File: src/mips_pkg.sv
`default_nettype none

package mips_pkg;

	////////////////////////////////////////////////////////////////////////////
	// Widths and fixed register indices
	////////////////////////////////////////////////////////////////////////////

	localparam int data_width     = 32;
	localparam int reg_addr_width = 5;
	localparam int opcode_width   = 6;  // Opcode and funct fields

	localparam logic [reg_addr_width-1:0] jal_link_reg = 5'd31;  // $ra

	////////////////////////////////////////////////////////////////////////////
	// Instruction field encodings
	////////////////////////////////////////////////////////////////////////////

	typedef enum logic [opcode_width-1:0] {
		op_rtype = 6'b000_000,
		op_j     = 6'b000_010,
		op_jal   = 6'b000_011,
		op_beq   = 6'b000_100,
		op_bne   = 6'b000_101,
		op_addi  = 6'b001_000,
		op_slti  = 6'b001_010,
		op_andi  = 6'b001_100,
		op_ori   = 6'b001_101,
		op_xori  = 6'b001_110,
		op_lui   = 6'b001_111,
		op_lb    = 6'b100_000,
		op_lh    = 6'b100_001,
		op_lw    = 6'b100_011,
		op_lbu   = 6'b100_100,
		op_lhu   = 6'b100_101,
		op_lwu   = 6'b100_111,
		op_sb    = 6'b101_000,
		op_sh    = 6'b101_001,
		op_sw    = 6'b101_011
	} opcode_e;

	// Only the R-type functions that change the control word
	typedef enum logic [opcode_width-1:0] {
		fn_sllv = 6'b000_100,
		fn_srlv = 6'b000_110,
		fn_srav = 6'b000_111,
		fn_jr   = 6'b001_000,
		fn_jalr = 6'b001_001
	} funct_e;

	typedef enum logic [1:0] {
		imm_sign  = 2'd0,  // Also the value of a zero control word
		imm_zero  = 2'd1,
		imm_upper = 2'd2
	} imm_mode_e;

	////////////////////////////////////////////////////////////////////////////
	// Control groups and the ID/EX bundle
	////////////////////////////////////////////////////////////////////////////

	typedef struct packed {
		opcode_e alu_op;
		logic    reg_dst;
		logic    alu_src;
	} ex_ctrl_t;

	typedef struct packed {
		logic mem_read;
		logic mem_write;
		logic jump;
		logic branch;
		logic branch_not;
	} mem_ctrl_t;

	typedef struct packed {
		logic mem_to_reg;
		logic reg_write;
	} wb_ctrl_t;

	typedef struct packed {
		ex_ctrl_t  ex;
		mem_ctrl_t mem;
		wb_ctrl_t  wb;
		logic      jr_jalr;
		imm_mode_e imm_mode;
	} ctrl_t;

	typedef struct packed {
		ctrl_t                     ctrl;
		logic [data_width-1:0]     pc;
		logic [data_width-1:0]     rs_data;
		logic [data_width-1:0]     rt_data;
		logic [data_width-1:0]     imm;
		logic [4:0]                shamt;
		logic [reg_addr_width-1:0] rs;
		logic [reg_addr_width-1:0] rt;
		logic [reg_addr_width-1:0] dest_reg;
	} id_ex_t;

endpackage

`default_nettype wire

File: src/control_unit.sv
`timescale 1ns/1ps
`default_nettype none

module control_unit (
	input  mips_pkg::opcode_e opcode,
	input  mips_pkg::funct_e  funct,
	output mips_pkg::ctrl_t   ctrl
);

	import mips_pkg::*;

	////////////////////////////////////////////////////////////////////////////
	// Opcode table
	////////////////////////////////////////////////////////////////////////////

	always_comb begin
		ctrl          = '0;  // Unknown opcodes stay all zero
		ctrl.imm_mode = imm_sign;

		case (opcode)
			op_rtype: begin
				ctrl.ex.alu_op    = op_rtype;
				ctrl.ex.reg_dst   = 1'b1;  // Result goes to rd
				ctrl.wb.reg_write = 1'b1;

				case (funct)
					fn_sllv, fn_srlv, fn_srav: begin
						ctrl.ex.alu_src = 1'b1;  // Variable shifts
					end
					fn_jr: begin
						ctrl.mem.jump     = 1'b1;
						ctrl.wb.reg_write = 1'b0;  // No link write
						ctrl.jr_jalr      = 1'b1;
					end
					fn_jalr: begin
						ctrl.mem.jump = 1'b1;
						ctrl.jr_jalr  = 1'b1;
					end
					default: begin
						ctrl.ex.alu_src = 1'b0;
					end
				endcase
			end

			// Branches compare rs with rt
			op_beq: begin
				ctrl.ex.alu_op  = opcode;
				ctrl.mem.branch = 1'b1;
			end
			op_bne: begin
				ctrl.ex.alu_op      = opcode;
				ctrl.mem.branch_not = 1'b1;
			end

			op_addi, op_slti: begin
				ctrl.ex.alu_op    = opcode;
				ctrl.ex.alu_src   = 1'b1;
				ctrl.wb.reg_write = 1'b1;
			end
			op_andi, op_ori, op_xori: begin
				ctrl.ex.alu_op    = opcode;
				ctrl.ex.alu_src   = 1'b1;
				ctrl.wb.reg_write = 1'b1;
				ctrl.imm_mode     = imm_zero;  // Logical ops zero-extend
			end
			op_lui: begin
				ctrl.ex.alu_op    = opcode;
				ctrl.ex.alu_src   = 1'b1;
				ctrl.wb.reg_write = 1'b1;
				ctrl.imm_mode     = imm_upper;
			end

			// Loads
			op_lb, op_lh, op_lw, op_lbu, op_lhu, op_lwu: begin
				ctrl.ex.alu_op     = opcode;
				ctrl.ex.alu_src    = 1'b1;  // Base plus offset
				ctrl.mem.mem_read  = 1'b1;
				ctrl.wb.mem_to_reg = 1'b1;
				ctrl.wb.reg_write  = 1'b1;
			end

			// Stores
			op_sb, op_sh, op_sw: begin
				ctrl.ex.alu_op     = opcode;
				ctrl.ex.alu_src    = 1'b1;
				ctrl.mem.mem_write = 1'b1;
			end

			op_j: begin
				ctrl.ex.alu_op  = opcode;
				ctrl.ex.reg_dst = 1'b1;
				ctrl.mem.jump   = 1'b1;
			end
			op_jal: begin
				ctrl.ex.alu_op    = opcode;
				ctrl.ex.reg_dst   = 1'b1;
				ctrl.mem.jump     = 1'b1;
				ctrl.wb.reg_write = 1'b1;  // Link into $ra
			end

			default: begin
				ctrl = '0;
			end
		endcase
	end

endmodule

`default_nettype wire

File: src/register_file.sv
`timescale 1ns/1ps
`default_nettype none

module register_file (
	input  logic                                clk,
	input  logic                                rst_n,
	input  logic [mips_pkg::reg_addr_width-1:0] rs,
	input  logic [mips_pkg::reg_addr_width-1:0] rt,
	output logic [mips_pkg::data_width-1:0]     rs_data,
	output logic [mips_pkg::data_width-1:0]     rt_data,
	input  logic                                wb_we,
	input  logic [mips_pkg::reg_addr_width-1:0] wb_addr,
	input  logic [mips_pkg::data_width-1:0]     wb_data
);

	import mips_pkg::*;

	logic [data_width-1:0] regs [1:31];  // $zero has no storage

	// Read port with zero register and write-back bypass
	function automatic logic [data_width-1:0] read_reg(input logic [reg_addr_width-1:0] addr);
		if (addr == '0) begin
			return '0;
		end
		if (wb_we && (wb_addr == addr)) begin
			return wb_data;  // Same-cycle write wins
		end
		return regs[addr];
	endfunction

	always_comb begin
		rs_data = read_reg(rs);
		rt_data = read_reg(rt);
	end

	////////////////////////////////////////////////////////////////////////////
	// Write port
	////////////////////////////////////////////////////////////////////////////

	always_ff @(posedge clk) begin
		if (!rst_n) begin
			for (int i = 1; i < 32; i++) begin
				regs[i] <= '0;
			end
		end else if (wb_we && (wb_addr != '0)) begin
			regs[wb_addr] <= wb_data;  // Writes to $zero dropped
		end
	end

endmodule

`default_nettype wire

File: src/id_ex_register.sv
`timescale 1ns/1ps
`default_nettype none

module id_ex_register (
	input  logic                            clk,
	input  logic                            rst_n,
	input  logic                            stall,
	input  logic                            flush,
	input  mips_pkg::ctrl_t                 ctrl,
	input  logic [mips_pkg::data_width-1:0] instr,
	input  logic [mips_pkg::data_width-1:0] pc,
	input  logic [mips_pkg::data_width-1:0] rs_data,
	input  logic [mips_pkg::data_width-1:0] rt_data,
	output mips_pkg::id_ex_t                id_ex
);

	import mips_pkg::*;

	id_ex_t      next_id_ex;
	logic [15:0] imm16;

	assign imm16 = instr[15:0];

	always_comb begin
		next_id_ex         = '0;
		next_id_ex.ctrl    = ctrl;
		next_id_ex.pc      = pc;
		next_id_ex.rs_data = rs_data;
		next_id_ex.rt_data = rt_data;
		next_id_ex.shamt   = instr[10:6];
		next_id_ex.rs      = instr[25:21];
		next_id_ex.rt      = instr[20:16];

		case (ctrl.imm_mode)
			imm_zero:  next_id_ex.imm = {16'h0000, imm16};
			imm_upper: next_id_ex.imm = {imm16, 16'h0000};  // LUI
			default:   next_id_ex.imm = {{16{imm16[15]}}, imm16};
		endcase

		// Link write overrides the rd/rt choice
		if (ctrl.mem.jump && ctrl.wb.reg_write) begin
			next_id_ex.dest_reg = jal_link_reg;
		end else if (ctrl.ex.reg_dst) begin
			next_id_ex.dest_reg = instr[15:11];
		end else begin
			next_id_ex.dest_reg = instr[20:16];
		end
	end

	always_ff @(posedge clk) begin
		if (!rst_n) begin
			id_ex <= '0;
		end else if (flush) begin
			id_ex <= '0;  // Bubble, beats stall
		end else if (!stall) begin
			id_ex <= next_id_ex;
		end
	end

endmodule

`default_nettype wire

File: src/decode_stage.sv
`timescale 1ns/1ps
`default_nettype none

module decode_stage (
	input  logic                                clk,
	input  logic                                rst_n,
	input  logic [mips_pkg::data_width-1:0]     instr,
	input  logic [mips_pkg::data_width-1:0]     pc,
	input  logic                                stall,
	input  logic                                flush,
	input  logic                                wb_we,
	input  logic [mips_pkg::reg_addr_width-1:0] wb_addr,
	input  logic [mips_pkg::data_width-1:0]     wb_data,
	output mips_pkg::id_ex_t                    id_ex
);

	import mips_pkg::*;

	ctrl_t                 ctrl;
	logic [data_width-1:0] rs_data;
	logic [data_width-1:0] rt_data;

	control_unit u_control_unit (
		.opcode (opcode_e'(instr[31:26])),
		.funct  (funct_e'(instr[5:0])),
		.ctrl   (ctrl)
	);

	register_file u_register_file (
		.clk     (clk),
		.rst_n   (rst_n),
		.rs      (instr[25:21]),
		.rt      (instr[20:16]),
		.rs_data (rs_data),
		.rt_data (rt_data),
		.wb_we   (wb_we),
		.wb_addr (wb_addr),
		.wb_data (wb_data)
	);

	id_ex_register u_id_ex_register (
		.clk     (clk),
		.rst_n   (rst_n),
		.stall   (stall),
		.flush   (flush),
		.ctrl    (ctrl),
		.instr   (instr),
		.pc      (pc),
		.rs_data (rs_data),
		.rt_data (rt_data),
		.id_ex   (id_ex)
	);

endmodule

`default_nettype wire

File: config.mk
export PLATFORM = sky130hd
export DESIGN_NAME = decode_stage
export DESIGN_NICKNAME = d
export VERILOG_FILES = /design/src/mips_pkg.sv /design/src/control_unit.sv /design/src/register_file.sv /design/src/id_ex_register.sv /design/src/decode_stage.sv
export SDC_FILE = /design/constraint.sdc
export NUM_CORES = 2
export LEC_CHECK = 0
export ABC_CLOCK_PERIOD_IN_PS = 3900
export BUFFER_PORTS_ARGS = -buffer_cell sky130_fd_sc_hd__buf_2
export CAP_MARGIN = 30
export CORE_UTILIZATION = 41
export DETAILED_ROUTE_END_ITERATION = 16
export GPL_TIMING_DRIVEN = 0
export PLACE_DENSITY = 0.57
export SKIP_CTS_REPAIR_TIMING = 1
export SYNTH_ARGS = -nofsm -noshare
export SYNTH_HDL_FRONTEND = slang
export SYNTH_SLANG_ARGS = --single-unit
export TNS_END_PERCENT = 10
File: constraint.sdc
create_clock -name clk -period 3.9 [get_ports clk]
set_clock_uncertainty 0.05 [all_clocks]
set_input_delay 0.39 -clock clk [delete_from_list [all_inputs] [get_ports clk]]
set_output_delay 0.39 -clock clk [all_outputs]
set_load 0.02 [all_outputs]
Word-level counts from Yosys, hierarchy flattened
Memories as Yosys holds them, arrays and structs flattened.
Index checks and enable logic that the tools add are counted.
Word-level totals
  register bits after elaboration: 165
  RAM bits: 992
  input port bits: 106
  output and inout bits: 166
  logic and storage cells: 107
  memories: 1
Operators by class
  equal/unequal tests: 28
  mux-type cells: 38
  bitwise operators: 1
  reduce and logical (&&, ||, !) cells: 20
Memory list
  u_register_file.regs: words 31, width 32, rd ports 2, clocked after Yosys merged registers in 0, wr ports 31, RTL line register_file.sv:18  | logic [data_width-1:0] regs [1:31];
Operator list (number)
  $mux 32: 9
  $pmux 32 s2: 1
  $eq 6x6->1 const B: 9
  $eq 6x4->1 const B: 8
  $reduce_or 32->1: 1
  $eq 6x3->1 const B: 5
  $mux 1: 20
  $reduce_or 19->1: 1
  $mux 5: 3
  $reduce_or 15->1: 1
  $reduce_or 13->1: 1
  $eq 6x2->1 const B: 2
  $reduce_or 3->1: 4
  $eq 5x5->1: 2
  $logic_not 5->1: 2
  $logic_not 6->1: 1
  $mux 6: 1
  $pmux 1 s2: 3
  $reduce_or 2->1: 3
  $reduce_or 6->1: 1
  $reduce_bool 5->1: 1
  $logic_and 1x1->1: 4
  $pmux 2 s2: 1
  $eq 2x1->1 const B: 1
  other kinds (2): 2

Depth between registers and ports, before layout
  word-level depth: 7
  depth in mapped cells: 11
  depth with buffers taken out: 8

Hierarchy
A second synthesis with hierarchy kept.
Second synthesis, totals
  cell total of the unflattened synthesis: 4358
  area total of the unflattened synthesis: 61171.2 µm²
By module, submodules not included
  register_file: times used 1, cells an instance 3747, area an instance 54788.8 µm², sequential area each 30749.5 µm²
  id_ex_register: times used 1, cells an instance 554, area an instance 6020.8 µm², sequential area each 3323.2 µm²
  control_unit: times used 1, cells an instance 57, area an instance 361.6 µm², sequential area each 0.0 µm²

Worst setup path before layout
OpenSTA, ideal clock, no wires.
  path type: input-to-reg
  start point: input wb_addr[3] in the netlist's numbering
  end point: memory u_register_file.regs[4][0], enable pin
  library setup time: 0.466 ns
  arrival time: 3.467 ns
  data required time: 3.384 ns
  slack: -0.083 ns
  stages: 4
  buffers on the path: 2
  path through: buf_2 > or3b_2 > clkbuf_1 > o21ai_0
RTL lines
  start, declared: RTL line decode_stage.sv:12  | input logic [mips_pkg::reg_addr_width-1:0] wb_addr,
  end, declared: RTL line register_file.sv:18

==> metrics <==
Setup CP Type=in -> reg; most frequent cells in the layout=edfxtp_1 (1024), and2_1 (993), mux2i_1 (686), buf_2 (378), a22oi_1 (373); Synth Area per Inst=13.13 um2; Final setup violation count=0; CTS tree=done; RR Startpoint=u_register_file.regs[27][15]; Total GRT Usage=34.78%; routed vias=45760; initial antenna violation count=27; Die H=386.0 um; hold crit path type=in -> reg; htree depth=4; RSZ-0062 raised after global routing=no; Detail Placement HPWL=194800 um; fraction of layout cells with a size suffix above 1=18.15%; post-synthesis sequential area ratio=56.34%; Yosys top cell area share=50.87%; drt drc=0; Final #Nets=5354; HP Start=instr[7]; CP endpoint kind=flop; post-route ant nets=0; Post-Layout Cell Count=7291; Slew @ Worst Pin=1.169 ns; # rows=140; violated checks=hold timing; DP Area=66960 um2; synthesized flop and latch total=1189; crit-path cells=buf_2, clkbuf_1, nand4_1, clkbuf_1, buf_8, nor2_1, clkbuf_1, and2_1; core area=145900 um2; Yosys top cell by area=edfxtp_1; via density per instance=6.277; crit-path leading delay family=buffers and inverters; Pwr Density=433.8 nW/um2; EDFF count, synth=1024; Worst Path Arrival=3.94 ns; Num Clock Sinks=1189; vias in the first global route=43480; num ports=272; final instance area=72250 um2; commonest non-fill, non-tap cell in the layout=edfxtp_1; Final Hold Viols=3; Syn-to-layout area delta=19.53%; Placer Congestion=0.9768; synth top area cells=edfxtp_1 (51%), mux2i_1 (11%), and2_1 (10%); Max-Cap Viols=0; status=complete, but fails checks; I/O Buffers=262; First-pass DRT Iterations=9; CP Max Fanout=10; CP startpoint=rst_n; CP bufs+invs=5; Critical Path Source Type=input port; slew margin rel.=22.03%; VDD IR max=0.3332 mV; global-route wire length before repair=349500 um; asr flop ratio synth=0%; fillcell total=12880; number of distinct library cells after synthesis=55; CTS Buffer Depth=3; Worst-path clk slew=0.05 ns; P_leak=27.21 nW; CP dominant cell by count=clkbuf_1; Slew Viols, Final=0; TritonCTS Buffers=140; routed len/inst=36.23 um; hold_ws=-0.01319 ns; Starting Density=41.42%; die footprint=149000 um2; slowest cell on the critical path=clkbuf_1; Mapped Cells=4603; Worst EP required=4.51 ns; DIE WIDTH=386.0 um; fin crit share=85.34%; clk_lat worst skew=0.82 ns; initial DRC count=6308; Netlist Area Pre-Place=60440 um2; setup TNS=0 ns; Synth Flop Type=edfxtp_1; yosys warns=0; slowest stage delay, CP=0.75 ns; largest net degree at the start of global routing=20; Post-Route WL=264100 um; FMAX=300.5 MHz; Root Buffer=clkbuf_16; final critical-path required period=3.328 ns; GRT overflow=0; Inst Count DP=6936
[worst register-to-register path, cell delays in order, from the launching register on]
cell      delay, ns
edfxtp_1       0.35
mux2i_1        0.14
a22oi_1        0.22
nand4_1        0.27
nor4_1         0.76
a221o_1        0.20
[Yosys cell counts, types with 11 or more instances]
cell / count
nor4_1: 35
and2_1: 993
o21ai_0: 73
o22a_1: 32
o21ai_1: 34
nor2_1: 143
a221o_1: 31
edfxtp_1: 1024
nand4_1: 35
mux2i_1: 686
nand3_1: 17
nand2_1: 54
o211ai_1: 65
mux4_2: 193
a22oi_1: 373
dfxtp_1: 165
a21oi_1: 34
buf_2: 111
clkbuf_1: 320
buf_4: 32
a31oi_1: 11
or3_1: 37
[final timing paths]
check / slack [ns] / depth (start not counted) / endpoint
setup / recovery: 0.57 / 8 / u_register_file.regs[15][17]
hold / removal: -0.01 / 4 / u_id_ex_register.id_ex[16]
setup reg to reg: 1.84 / 5 / u_id_ex_register.id_ex[99]
hold reg to reg: 0.42 / 2 / u_id_ex_register.id_ex[162]
[layout make-up]
type                    instances  area, um2  share of cell area [%]
multi-input cells            2962      24760                   34.27
diodes                         18      45.04                 0.06234
plain buffers                 474       2074                   2.871
repair buffers                470       4518                   6.253
well taps                    1917       2399                   3.320
clock inverters                51      471.7                  0.6529
flip-flops and latches       1189      34050                   47.13
inverters                       9      33.78                 0.04676
clock buffers                 201       3895                   5.391
[state kept, by name, indices dropped and copies added (netlist names)]
signal	count
u_register_file.regs	1024
u_id_ex_register.id_ex	165
[metal layers]
metal	part of all wire (%)	GRT usage (%)
met1	37	43.55
met2	45	53.72
met3	13	11.51
met4	5.3	17.37
met5	0.034	0
[through the flow]
step           hold WS (ns)  util (%)  worst slack (ns)  power (mW)
3_3_place_gp         0.4042     44.05            -6.780       18.37
6_report           -0.01319     49.52            0.5718       31.34
4_1_cts             -0.2757     48.89            0.8508       31.14
2_1_floorplan        0.4389         -          -0.08286       16.86
3_5_place_dp         0.4053     45.89           0.02048       18.55
5_1_grt            0.004726     49.49            0.6229       31.92
[report_power, final]
part           internal, mW  switching [mW]
clock network          7.24            5.62
logic                  1.33            2.33
registers              14.5           0.354
[cell families (layout without fill, tap and decap cells)]
family | count (synthesis) | in the layout | share of synthesized area, %
compound gates | 664 | 664 | 7.850
xor+xnor | 10 | 10 | 0.1449
fa+ha+maj | 2 | 2 | 0.04139
buf+inv | 483 | 1205 | 3.478
flops | 1189 | 1189 | 56.34
mux | 879 | 879 | 18.55
other cells | 1 | 50 | 0.006204
simple gates | 1375 | 1375 | 13.59
Note: power is estimated with default switching activity, not from simulation.
